`config.mk`:
```
export PLATFORM = sky130hd
export DESIGN_NAME = mycpu_top
export DESIGN_NICKNAME = d
export VERILOG_FILES = /design/src/rtl/cpu_pkg.sv /design/src/rtl/stage_reg.sv /design/src/rtl/inst_decoder.sv /design/src/rtl/reg_file.sv /design/src/rtl/hazard_unit.sv /design/src/rtl/alu.sv /design/src/rtl/mycpu_top.sv
export SDC_FILE = /design/constraint.sdc
export NUM_CORES = 2
export LEC_CHECK = 0
export BUFFER_PORTS_ARGS = -buffer_cell sky130_fd_sc_hd__buf_2
export CORE_ASPECT_RATIO = 0.75
export CORE_MARGIN = 4
export CORE_UTILIZATION = 46
export CTS_CLUSTER_SIZE = 24
export DETAILED_ROUTE_END_ITERATION = 10
export HOLD_SLACK_MARGIN = 0.05
export PLACE_DENSITY = 0.64
export SETUP_SLACK_MARGIN = 0.4
export SLEW_MARGIN = 15
export SYNTH_ARGS = -nofsm -noshare
export SYNTH_HDL_FRONTEND = slang
export SYNTH_SLANG_ARGS = --single-unit
```
`constraint.sdc`:
```
create_clock -name clk -period 9.8 [get_ports clk]
set_input_delay 0.98 -clock clk [delete_from_list [all_inputs] [get_ports clk]]
set_output_delay 0.98 -clock clk [all_outputs]
set_load 0.02 [all_outputs]
```
`src/rtl/cpu_pkg.sv`:
```
// shared types, opcodes and stage payloads of the five-stage mips core, imported by the rtl
`default_nettype none

package cpu_pkg;

    typedef logic [31:0] word_t;
    typedef logic [4:0]  reg_idx_t;

    localparam word_t RESET_PC = 32'hBFC0_0000;

    // primary opcodes
    localparam logic [5:0] OP_SPECIAL = 6'h00;
    localparam logic [5:0] OP_J       = 6'h02;
    localparam logic [5:0] OP_JAL     = 6'h03;
    localparam logic [5:0] OP_BEQ     = 6'h04;
    localparam logic [5:0] OP_BNE     = 6'h05;
    localparam logic [5:0] OP_ADDIU   = 6'h09;
    localparam logic [5:0] OP_ANDI    = 6'h0C;
    localparam logic [5:0] OP_ORI     = 6'h0D;
    localparam logic [5:0] OP_LUI     = 6'h0F;
    localparam logic [5:0] OP_LW      = 6'h23;
    localparam logic [5:0] OP_SW      = 6'h2B;

    // function codes under OP_SPECIAL
    localparam logic [5:0] FN_SLL  = 6'h00;
    localparam logic [5:0] FN_SRL  = 6'h02;
    localparam logic [5:0] FN_ADDU = 6'h21;
    localparam logic [5:0] FN_SUBU = 6'h23;
    localparam logic [5:0] FN_AND  = 6'h24;
    localparam logic [5:0] FN_OR   = 6'h25;
    localparam logic [5:0] FN_XOR  = 6'h26;
    localparam logic [5:0] FN_SLT  = 6'h2A;

    typedef enum logic [3:0] {
        ALU_ADD, ALU_SUB, ALU_AND, ALU_OR, ALU_XOR,
        ALU_SLT, ALU_SLL, ALU_SRL, ALU_LUI
    } alu_op_e;

    typedef enum logic [1:0] {
        BR_NONE, BR_BEQ, BR_BNE
    } branch_e;

    typedef enum logic [1:0] {
        FWD_REG, FWD_MEM, FWD_WB
    } fwd_sel_e;

    typedef struct packed {
        alu_op_e alu_op;
        logic    src_a_shamt;  // port a takes the shift amount
        logic    src_b_imm;    // port b takes the immediate
        logic    read_rs;
        logic    read_rt;
        logic    reg_write;
        logic    mem_read;
        logic    mem_write;
        logic    link;         // writes pc+8
        branch_e branch;
        logic    jump;
    } ctrl_t;

    typedef struct packed {
        word_t pc;
        word_t instr;
    } if_id_t;

    typedef struct packed {
        word_t      pc;
        ctrl_t      ctrl;
        reg_idx_t   rs;
        reg_idx_t   rt;
        reg_idx_t   dst;
        word_t      bus_a;
        word_t      bus_b;
        word_t      imm;
        logic [4:0] shamt;
    } id_ex_t;

    typedef struct packed {
        word_t    pc;
        reg_idx_t dst;
        logic     reg_write;
        logic     mem_read;
        logic     mem_write;
        word_t    result;      // alu result, or pc+8 for a link
        word_t    store_data;
    } ex_mem_t;

    typedef struct packed {
        word_t    pc;
        reg_idx_t dst;
        logic     reg_write;
        word_t    result;
    } mem_wb_t;

endpackage

`default_nettype wire

```
`src/rtl/stage_reg.sv`:
```
// pipeline register between two core stages, with stall hold and bubble flush
`timescale 1ns/1ps
`default_nettype none

module stage_reg #(
    parameter type payload_t = logic [31:0]
) (
    input  logic     clk,
    input  logic     arst_n_i,
    input  logic     hold_i,
    input  logic     flush_i,
    input  payload_t d_i,
    output payload_t q_o
);

    // all-zero payload is a bubble in every stage
    always_ff @(posedge clk or negedge arst_n_i) begin
        if (!arst_n_i) begin
            q_o <= '0;
        end else if (flush_i) begin
            q_o <= '0;
        end else if (!hold_i) begin
            q_o <= d_i;
        end
    end

endmodule

`default_nettype wire

```
`src/rtl/inst_decoder.sv`:
```
// decode-stage instruction decoder producing control bits, register fields and the immediate
`timescale 1ns/1ps
`default_nettype none

module inst_decoder import cpu_pkg::*; (
    input  word_t       instr_i,
    output ctrl_t       ctrl_o,
    output reg_idx_t    rs_o,
    output reg_idx_t    rt_o,
    output reg_idx_t    dst_o,
    output word_t       imm_o,
    output logic [4:0]  shamt_o,
    output logic [25:0] jump_target_o
);

    logic [5:0]  opcode;
    logic [5:0]  funct;
    logic [15:0] imm16;
    logic        sign_ext;
    ctrl_t       ctrl;
    reg_idx_t    dst;

    assign opcode        = instr_i[31:26];
    assign funct         = instr_i[5:0];
    assign imm16         = instr_i[15:0];
    assign rs_o          = instr_i[25:21];
    assign rt_o          = instr_i[20:16];
    assign shamt_o       = instr_i[10:6];
    assign jump_target_o = instr_i[25:0];

    always_comb begin
        ctrl     = '0;
        dst      = rt_o;   // i-type default
        sign_ext = 1'b1;
        case (opcode)
            OP_SPECIAL: begin
                dst            = instr_i[15:11];
                ctrl.read_rs   = 1'b1;
                ctrl.read_rt   = 1'b1;
                ctrl.reg_write = 1'b1;
                case (funct)
                    FN_ADDU: ctrl.alu_op = ALU_ADD;
                    FN_SUBU: ctrl.alu_op = ALU_SUB;
                    FN_AND:  ctrl.alu_op = ALU_AND;
                    FN_OR:   ctrl.alu_op = ALU_OR;
                    FN_XOR:  ctrl.alu_op = ALU_XOR;
                    FN_SLT:  ctrl.alu_op = ALU_SLT;
                    FN_SLL, FN_SRL: begin
                        ctrl.alu_op      = (funct == FN_SLL) ? ALU_SLL : ALU_SRL;
                        ctrl.src_a_shamt = 1'b1;
                        ctrl.read_rs     = 1'b0;
                    end
                    default: ctrl = '0;
                endcase
            end
            OP_ADDIU, OP_LW: begin
                ctrl.src_b_imm = 1'b1;
                ctrl.read_rs   = 1'b1;
                ctrl.reg_write = 1'b1;
                ctrl.mem_read  = (opcode == OP_LW);
            end
            OP_ANDI, OP_ORI: begin
                sign_ext       = 1'b0;
                ctrl.alu_op    = (opcode == OP_ANDI) ? ALU_AND : ALU_OR;
                ctrl.src_b_imm = 1'b1;
                ctrl.read_rs   = 1'b1;
                ctrl.reg_write = 1'b1;
            end
            OP_LUI: begin
                sign_ext       = 1'b0;
                ctrl.alu_op    = ALU_LUI;
                ctrl.src_b_imm = 1'b1;
                ctrl.reg_write = 1'b1;
            end
            OP_SW: begin
                ctrl.src_b_imm = 1'b1;  // address is rs + offset
                ctrl.read_rs   = 1'b1;
                ctrl.read_rt   = 1'b1;  // store data
                ctrl.mem_write = 1'b1;
            end
            OP_BEQ, OP_BNE: begin
                ctrl.read_rs = 1'b1;
                ctrl.read_rt = 1'b1;
                ctrl.branch  = (opcode == OP_BEQ) ? BR_BEQ : BR_BNE;
            end
            OP_J: ctrl.jump = 1'b1;
            OP_JAL: begin
                dst            = 5'd31;
                ctrl.jump      = 1'b1;
                ctrl.link      = 1'b1;
                ctrl.reg_write = 1'b1;
            end
            default: ctrl = '0;
        endcase
        if (dst == '0) begin
            ctrl.reg_write = 1'b0;  // r0 is never written
        end
    end

    assign ctrl_o = ctrl;
    assign dst_o  = dst;
    assign imm_o  = sign_ext ? {{16{imm16[15]}}, imm16} : {16'b0, imm16};

endmodule

`default_nettype wire

```
`src/rtl/reg_file.sv`:
```
// general register file read in decode and written from writeback, with same-cycle bypass
`timescale 1ns/1ps
`default_nettype none

module reg_file import cpu_pkg::*; (
    input  logic     clk,
    input  logic     arst_n_i,
    input  logic     we_i,
    input  reg_idx_t waddr_i,
    input  word_t    wdata_i,
    input  reg_idx_t raddr_a_i,
    input  reg_idx_t raddr_b_i,
    output word_t    rdata_a_o,
    output word_t    rdata_b_o
);

    word_t regs_q [1:31];  // r0 is hardwired

    always_ff @(posedge clk or negedge arst_n_i) begin
        if (!arst_n_i) begin
            for (int i = 1; i < 32; i++) begin
                regs_q[i] <= '0;
            end
        end else if (we_i && waddr_i != '0) begin
            regs_q[waddr_i] <= wdata_i;
        end
    end

    function automatic word_t read_port(reg_idx_t addr);
        word_t value;
        if (addr == '0) begin
            value = '0;
        end else if (we_i && addr == waddr_i) begin
            value = wdata_i;  // writeback bypass
        end else begin
            value = regs_q[addr];
        end
        return value;
    endfunction

    always_comb begin
        rdata_a_o = read_port(raddr_a_i);
        rdata_b_o = read_port(raddr_b_i);
    end

endmodule

`default_nettype wire

```
`src/rtl/hazard_unit.sv`:
```
// forwarding selects, load-use stall and branch fetch kill for the core pipeline
`timescale 1ns/1ps
`default_nettype none

module hazard_unit import cpu_pkg::*; (
    input  reg_idx_t id_rs_i,
    input  reg_idx_t id_rt_i,
    input  ctrl_t    id_ctrl_i,
    input  id_ex_t   ex_i,
    input  ex_mem_t  mem_i,
    input  mem_wb_t  wb_i,
    input  logic     branch_taken_i,
    output fwd_sel_e fwd_a_o,
    output fwd_sel_e fwd_b_o,
    output logic     hold_front_o,
    output logic     flush_ex_o,
    output logic     kill_id_o
);

    logic load_use;

    // youngest writer wins, memory stage before writeback
    function automatic fwd_sel_e pick_source(reg_idx_t src, ex_mem_t mem, mem_wb_t wb);
        fwd_sel_e sel;
        if (src == '0) begin
            sel = FWD_REG;
        end else if (mem.reg_write && mem.dst == src) begin
            sel = FWD_MEM;
        end else if (wb.reg_write && wb.dst == src) begin
            sel = FWD_WB;
        end else begin
            sel = FWD_REG;
        end
        return sel;
    endfunction

    assign fwd_a_o = pick_source(ex_i.rs, mem_i, wb_i);
    assign fwd_b_o = pick_source(ex_i.rt, mem_i, wb_i);

    // load data only arrives in its memory stage
    assign load_use = ex_i.ctrl.mem_read && ex_i.ctrl.reg_write &&
                      ((id_ctrl_i.read_rs && id_rs_i == ex_i.dst) ||
                       (id_ctrl_i.read_rt && id_rt_i == ex_i.dst));

    assign hold_front_o = load_use;
    assign flush_ex_o   = load_use;        // bubble into execute
    assign kill_id_o    = branch_taken_i;  // fetch behind the delay slot

endmodule

`default_nettype wire

```
`src/rtl/alu.sv`:
```
// execute-stage arithmetic, logic and shift unit with the beq/bne compare
`timescale 1ns/1ps
`default_nettype none

module alu import cpu_pkg::*; (
    input  alu_op_e op_i,
    input  word_t   a_i,
    input  word_t   b_i,
    input  branch_e branch_i,
    input  word_t   cmp_a_i,
    input  word_t   cmp_b_i,
    output word_t   result_o,
    output logic    taken_o
);

    always_comb begin
        case (op_i)
            ALU_ADD: result_o = a_i + b_i;
            ALU_SUB: result_o = a_i - b_i;
            ALU_AND: result_o = a_i & b_i;
            ALU_OR:  result_o = a_i | b_i;
            ALU_XOR: result_o = a_i ^ b_i;
            ALU_SLT: result_o = {31'b0, $signed(a_i) < $signed(b_i)};
            ALU_SLL: result_o = b_i << a_i[4:0];  // a is the shift amount
            ALU_SRL: result_o = b_i >> a_i[4:0];
            ALU_LUI: result_o = {b_i[15:0], 16'b0};
            default: result_o = '0;
        endcase
    end

    // compare uses forwarded registers, not the immediate mux
    always_comb begin
        case (branch_i)
            BR_BEQ:  taken_o = (cmp_a_i == cmp_b_i);
            BR_BNE:  taken_o = (cmp_a_i != cmp_b_i);
            default: taken_o = 1'b0;
        endcase
    end

endmodule

`default_nettype wire

```
`src/rtl/mycpu_top.sv`:
```
// five-stage mips32 core top with instruction and data sram ports and the writeback trace
`timescale 1ns/1ps
`default_nettype none

module mycpu_top import cpu_pkg::*; (
    input  logic       clk,
    input  logic       arst_n_i,
    output logic       inst_sram_en_o,
    output word_t      inst_sram_addr_o,
    input  word_t      inst_sram_rdata_i,
    output logic       data_sram_en_o,
    output logic [3:0] data_sram_wen_o,
    output word_t      data_sram_addr_o,
    output word_t      data_sram_wdata_o,
    input  word_t      data_sram_rdata_i,
    output word_t      debug_wb_pc_o,
    output logic [3:0] debug_wb_rf_wen_o,
    output reg_idx_t   debug_wb_rf_wnum_o,
    output word_t      debug_wb_rf_wdata_o
);

    word_t       pc_q;
    word_t       next_pc;
    logic        fetch_valid_q;
    if_id_t      if_d;
    if_id_t      id_q;
    id_ex_t      id_d;
    id_ex_t      ex_q;
    ex_mem_t     ex_d;
    ex_mem_t     mem_q;
    mem_wb_t     mem_d;
    mem_wb_t     wb_q;
    ctrl_t       id_ctrl;
    reg_idx_t    id_rs;
    reg_idx_t    id_rt;
    reg_idx_t    id_dst;
    word_t       id_imm;
    word_t       id_bus_a;
    word_t       id_bus_b;
    logic [4:0]  id_shamt;
    logic [25:0] id_jump_index;
    word_t       jump_target;
    word_t       branch_target;
    fwd_sel_e    fwd_a;
    fwd_sel_e    fwd_b;
    word_t       ex_op_a;
    word_t       ex_op_b;
    word_t       alu_a;
    word_t       alu_b;
    word_t       alu_result;
    logic        branch_taken;
    logic        hold_front;
    logic        flush_ex;
    logic        kill_id;
    word_t       mem_result;

    // fetch
    always_ff @(posedge clk or negedge arst_n_i) begin
        if (!arst_n_i) begin
            pc_q          <= RESET_PC - 32'd4;  // first advance lands on RESET_PC
            fetch_valid_q <= 1'b0;
        end else if (!hold_front) begin
            pc_q          <= next_pc;
            fetch_valid_q <= 1'b1;
        end
    end

    always_comb begin
        if (branch_taken) begin
            next_pc = branch_target;
        end else if (id_ctrl.jump) begin
            next_pc = jump_target;
        end else begin
            next_pc = pc_q + 32'd4;
        end
    end

    assign inst_sram_en_o   = arst_n_i && !hold_front;  // sram keeps its word while stalled
    assign inst_sram_addr_o = next_pc;
    assign if_d = fetch_valid_q ? if_id_t'{pc_q, inst_sram_rdata_i} : if_id_t'('0);

    stage_reg #(.payload_t(if_id_t)) stage_if_id_i (
        .clk      (clk),
        .arst_n_i (arst_n_i),
        .hold_i   (hold_front),
        .flush_i  (kill_id),
        .d_i      (if_d),
        .q_o      (id_q)
    );

    // decode
    inst_decoder inst_decoder_i (
        .instr_i       (id_q.instr),
        .ctrl_o        (id_ctrl),
        .rs_o          (id_rs),
        .rt_o          (id_rt),
        .dst_o         (id_dst),
        .imm_o         (id_imm),
        .shamt_o       (id_shamt),
        .jump_target_o (id_jump_index)
    );

    reg_file reg_file_i (
        .clk       (clk),
        .arst_n_i  (arst_n_i),
        .we_i      (wb_q.reg_write),
        .waddr_i   (wb_q.dst),
        .wdata_i   (wb_q.result),
        .raddr_a_i (id_rs),
        .raddr_b_i (id_rt),
        .rdata_a_o (id_bus_a),
        .rdata_b_o (id_bus_b)
    );

    // pc_q is the delay slot while a jump decodes
    assign jump_target = {pc_q[31:28], id_jump_index, 2'b00};

    assign id_d = '{pc: id_q.pc, ctrl: id_ctrl, rs: id_rs, rt: id_rt, dst: id_dst,
                    bus_a: id_bus_a, bus_b: id_bus_b, imm: id_imm, shamt: id_shamt};

    stage_reg #(.payload_t(id_ex_t)) stage_id_ex_i (
        .clk      (clk),
        .arst_n_i (arst_n_i),
        .hold_i   (1'b0),
        .flush_i  (flush_ex),
        .d_i      (id_d),
        .q_o      (ex_q)
    );

    hazard_unit hazard_unit_i (
        .id_rs_i        (id_rs),
        .id_rt_i        (id_rt),
        .id_ctrl_i      (id_ctrl),
        .ex_i           (ex_q),
        .mem_i          (mem_q),
        .wb_i           (wb_q),
        .branch_taken_i (branch_taken),
        .fwd_a_o        (fwd_a),
        .fwd_b_o        (fwd_b),
        .hold_front_o   (hold_front),
        .flush_ex_o     (flush_ex),
        .kill_id_o      (kill_id)
    );

    // execute
    function automatic word_t fwd_mux(fwd_sel_e sel, word_t reg_val, word_t mem_val,
                                      word_t wb_val);
        word_t value;
        case (sel)
            FWD_MEM: value = mem_val;
            FWD_WB:  value = wb_val;
            default: value = reg_val;
        endcase
        return value;
    endfunction

    assign ex_op_a = fwd_mux(fwd_a, ex_q.bus_a, mem_result, wb_q.result);
    assign ex_op_b = fwd_mux(fwd_b, ex_q.bus_b, mem_result, wb_q.result);
    assign alu_a   = ex_q.ctrl.src_a_shamt ? {27'b0, ex_q.shamt} : ex_op_a;
    assign alu_b   = ex_q.ctrl.src_b_imm ? ex_q.imm : ex_op_b;
    assign branch_target = ex_q.pc + 32'd4 + {ex_q.imm[29:0], 2'b00};

    alu alu_i (
        .op_i     (ex_q.ctrl.alu_op),
        .a_i      (alu_a),
        .b_i      (alu_b),
        .branch_i (ex_q.ctrl.branch),
        .cmp_a_i  (ex_op_a),
        .cmp_b_i  (ex_op_b),
        .result_o (alu_result),
        .taken_o  (branch_taken)
    );

    assign ex_d = '{pc: ex_q.pc, dst: ex_q.dst, reg_write: ex_q.ctrl.reg_write,
                    mem_read: ex_q.ctrl.mem_read, mem_write: ex_q.ctrl.mem_write,
                    result: ex_q.ctrl.link ? ex_q.pc + 32'd8 : alu_result,
                    store_data: ex_op_b};

    // sram samples these at the edge into memory
    assign data_sram_en_o    = ex_q.ctrl.mem_read | ex_q.ctrl.mem_write;
    assign data_sram_wen_o   = {4{ex_q.ctrl.mem_write}};  // word stores only
    assign data_sram_addr_o  = alu_result;
    assign data_sram_wdata_o = ex_d.store_data;

    stage_reg #(.payload_t(ex_mem_t)) stage_ex_mem_i (
        .clk      (clk),
        .arst_n_i (arst_n_i),
        .hold_i   (1'b0),
        .flush_i  (1'b0),
        .d_i      (ex_d),
        .q_o      (mem_q)
    );

    // memory
    assign mem_result = mem_q.mem_read ? data_sram_rdata_i : mem_q.result;
    assign mem_d = '{pc: mem_q.pc, dst: mem_q.dst, reg_write: mem_q.reg_write,
                     result: mem_result};

    stage_reg #(.payload_t(mem_wb_t)) stage_mem_wb_i (
        .clk      (clk),
        .arst_n_i (arst_n_i),
        .hold_i   (1'b0),
        .flush_i  (1'b0),
        .d_i      (mem_d),
        .q_o      (wb_q)
    );

    // writeback trace
    assign debug_wb_pc_o       = wb_q.pc;
    assign debug_wb_rf_wen_o   = {4{wb_q.reg_write}};  // r0 writes already dropped
    assign debug_wb_rf_wnum_o  = wb_q.dst;
    assign debug_wb_rf_wdata_o = wb_q.result;

endmodule

`default_nettype wire

```
==> flow_summary_export.csv <==
group,metric,value,unit
global_route,antenna_found_initial,25,
sta,min_period_over_period,93.0,%
die,die_w,493,um
global_route,grt_pass1_vias,64079,
drt,wl_per_cell,35.0,um
min_path,hp-class,"primary input to async pin",
setup_path,crit_path_max_fanout,33,
yosys,synthFlopType,"dfrtp_1",
cts,cts_made_buffers,142,
yosys,avgSynthCellArea,11.1,sq um
cts,cts.path.max_buffers,3,
sta,timing.fmax,110,MHz
drt,num_vias,65786,
setup_path,crit_chain,"or4_4 > o211ai_4 > buf_4 > a2111oi_0 > a311oi_2 > inv_2 > mux2i_1 > inv_1 > ha_1 > o21bai_1 > a2111oi_0 > buf_4 > nor4b_1 > o31ai_2 > nand4_1 > a41o_1 > a221oi_2 > nor4b_1 > o31ai_2 > nand2_1 > buf_2",
yosys,synth_xor_area_share,1.71,%
drt,drt-initial-drc-count,9092,
power,ir_drop,0.145,mV
sta,maxSlewHeadroom,8.76,%
sta,layout_setup_ws,0.689,ns
setup_path,end_kind,"primary output",
drt,first_pass_iters,9,
cts,clock-sinks,1370,
yosys,yosysSeqAreaShare,42.2,%
global_route,grt_max_degree,169,
die,die_y,372,um
sta,fin_crit,9.11,ns
global_route,grt_usage,36.7,%
run_status,status,"finished, final reports clean",
finish,syn_to_final_growth,10.7,%
yosys,yosys.area_share.simple,9.67,%
sta,setup_viol,0,
die,coreArea,176000,sq um
run,maxCapViolCount,0,
global_route,grt_remaining_overflow,0,
setup_path,cp_slowest_cell,"mux2i_1",
setup_path,critPathKind,"flop to primary output",
power,leakage,39.3,nW
yosys,netlist_area,81300,sq um
yosys,async_reset_ff_share,100,%
drt,remaining_drc_errors,0,
sta,hold_viol_final,0,
placed_design,dp_hpwl,231000,um
sta,finClkSkew,0.0275,ns
yosys,ys_ff_latch,1370,
cts,ctsHoldBuffers,0,
cts,htreeDepth,4,
cts,cts_tree,"done",
yosys,synthesis.nets,7523,
cts,clk_latency,0.79,ns
die,fp.dieArea,184000,sq um
drt,detail-route-antenna-nets,0,
placed_design,gp_congestion,1.05,
setup_path,critPathTopFamily,"compound AO/OA/AOI/OAI gates",
yosys,synth_edf_count,0,
drt,viasPerCell,6.79,
sta,tns,0,ns
sta,rsz0062_at_grt,"no",
yosys,synth.distinct_cells,105,
setup_path,worstPathRequired,8.82,ns
global_route,grt_pass1_wl,484000,um
placed_design,port_buffers,240,
die,io_pins,241,
yosys,synthMuxAreaShare,26.2,%
finish,n_fill_cell,15413,
setup_path,crit_path_start_kind,"flop",
yosys,synth_compound_area_share,13.4,%
sta,tightest_slew,1.37,ns
placed_design,pre_cts_slack,1.08,ns
cts,root_buffer,"clkbuf_16",
setup_path,crit_buf_inv,5,
cts,path_clk_slew,0.06,ns
die,core.rowCount,133,
setup_path,crit_arrival,8.13,ns
yosys,synth_top_family_by_area,"multiplexers",
power,power_density,190,nW/um^2
drt,finalWirelength,339000,um
yosys,synthAdderAreaFrac,2.51,%
yosys,synth_cells,7296,
sta,drv_slew,0,
yosys,ys_warn_count,0,
finish,drive_above_1_share,27.8,%
finish,nets,7434,
setup_path,critical-path-max-stage-delay,0.80,ns
die,start_util,46.3,%
cell families after synthesis:
logic type / count (synthesis)
simple gates: 1758
compound gates: 1682
flops: 1370
mux: 1293
buf+inv: 873
fa+ha+maj: 161
xor+xnor: 159
where the power goes:
group / internal, mW / total, mW / switching [mW]
sequential: 6.24 / 6.89 / 0.660
clock: 3.53 / 5.99 / 2.46
combinational: 1.46 / 4.17 / 2.71
total: 11.2 / 17.1 / 5.83
flip-flops by register name (all words and copies together), names as in the netlist:
signal	cells
reg_file_i.regs_q	992
stage_id_ex_i.q_o	140
stage_ex_mem_i.q_o	71
stage_mem_wb_i.q_o	70
stage_if_id_i.q_o	64
pc_q	32
fetch_valid_q	1
worst register-to-register path: stages, from the launching register on:
cell and delay (ns):
dfrtp_1 0.74, inv_1 0.83, a2111oi_0 0.18, a311oi_1 0.92, clkinv_1 0.81, xnor2_1 0.34, nor4_1 0.36, nand4_1 0.83
or4_1 0.79, buf_4 0.22, nand2_4 0.46, buf_4 0.61, a221o_1 0.32
synth_stat cells (29+ instances only):
cell	n	area share, %
a2111oi_0	45	0.48
a211oi_1	56	0.52
a21oi_1	277	1.7
a221o_1	46	0.57
a221oi_1	42	0.45
a22o_1	72	0.78
a22oi_1	30	0.28
a31oi_1	34	0.26
and2_1	71	0.55
and4_1	30	0.32
buf_1	81	0.37
buf_4	51	0.47
clkbuf_1	524	2.4
dfrtp_1	1342	41
ha_1	158	2.4
inv_1	173	0.80
mux2_2	534	7.4
mux2i_1	144	1.8
mux4_2	612	17
nand2_1	845	3.9
nand3_1	138	0.85
nor2_1	386	1.8
nor3_1	62	0.38
nor4_1	29	0.22
o21ai_0	735	4.5
o221ai_1	36	0.39
or2_2	46	0.35
xnor2_1	94	1.0
xor2_1	65	0.70
through the flow:
step	std cells	cell area, sq um	total power, mW	utilization [%]	hold WS [ns]
2_1_floorplan	7296	81300	9.26	-	0.331
3_3_place_gp	9424	84800	11.0	48.3	0.332
3_5_place_dp	9424	84800	11.0	48.3	0.335
4_1_cts	9685	89900	17.0	51.2	0.0658
5_1_grt	9687	90000	17.7	51.2	0.0975
6_report	9692	90000	17.1	51.3	0.0952
metal layers:
layer,wire [um],vias up,global-route usage [%]
met5,93,-,0
met4,14600,12,13.7
met3,39000,668,11.3
met2,140000,3869,50.6
met1,146000,34339,53.9
li1,-,26898,-
cells in the final DEF (no fill, tap or decap), types with 26 or more instances in the layout:
cell and instances:
a21oi_1 277, a22oi_1 30, inv_1 171, a2111oi_0 42, a211oi_1 54, a221o_1 46, dfstp_2 28, o221ai_1 36
and4_1 30, nand2_1 833, buf_4 202, a31oi_1 34, ha_1 158, clkbuf_8 27, mux2_2 534, xnor2_1 94
nor4_1 26, mux2i_1 144, nand3_1 133, clkbuf_16 147, xor2_1 65, o21ai_0 734, nor3_1 60, dfrtp_1 1328
nand4_1 27, and2_1 69, or2_2 45, mux4_2 612, clkinv_2 27, buf_2 239, a221oi_1 40, a22o_1 71
nor2_1 373, a211o_1 26
final cells by class:
class | count | area, sq um | share of cell area (%)
Timing Repair Buffer | 455 | 2990 | 3.33
Clock inverter | 62 | 970 | 1.08
Antenna cell | 6 | 15.0 | 0.0167
Sequential cell | 1370 | 34400 | 38.2
Tap cell | 2362 | 2960 | 3.28
Multi-Input combinational cell | 5053 | 43900 | 48.7
Clock buffer | 199 | 4140 | 4.61
Inverter | 185 | 696 | 0.773
what timing repair did:
item | in CTS | in global routing
gates resized for setup | 3 | 4
buffers inserted | 0 | 1
endpoints found under the setup margin | 2 | 2
pin swaps | 0 | 1
path summary, 6_finish.rpt:
kind / from / end / slack [ns] / depth (start not counted)
worst max register to register: stage_mem_wb_i.q_o[29] / pc_q[18] / 2.32 / 12
worst min register to register: stage_ex_mem_i.q_o[74] / stage_mem_wb_i.q_o[40] / 0.34 / 0
min in group clk: stage_ex_mem_i.q_o[74] / stage_mem_wb_i.q_o[40] / 0.34 / 0
worst min-delay path: arst_n_i / reg_file_i.regs_q[494] / 0.1 / 1
max in group asynchronous: arst_n_i / reg_file_i.regs_q[184] / 6.76 / 4
worst max-delay path: stage_id_ex_i.q_o[107] / data_sram_addr_o[31] / 0.69 / 21
(Power assumes the default switching activity.)
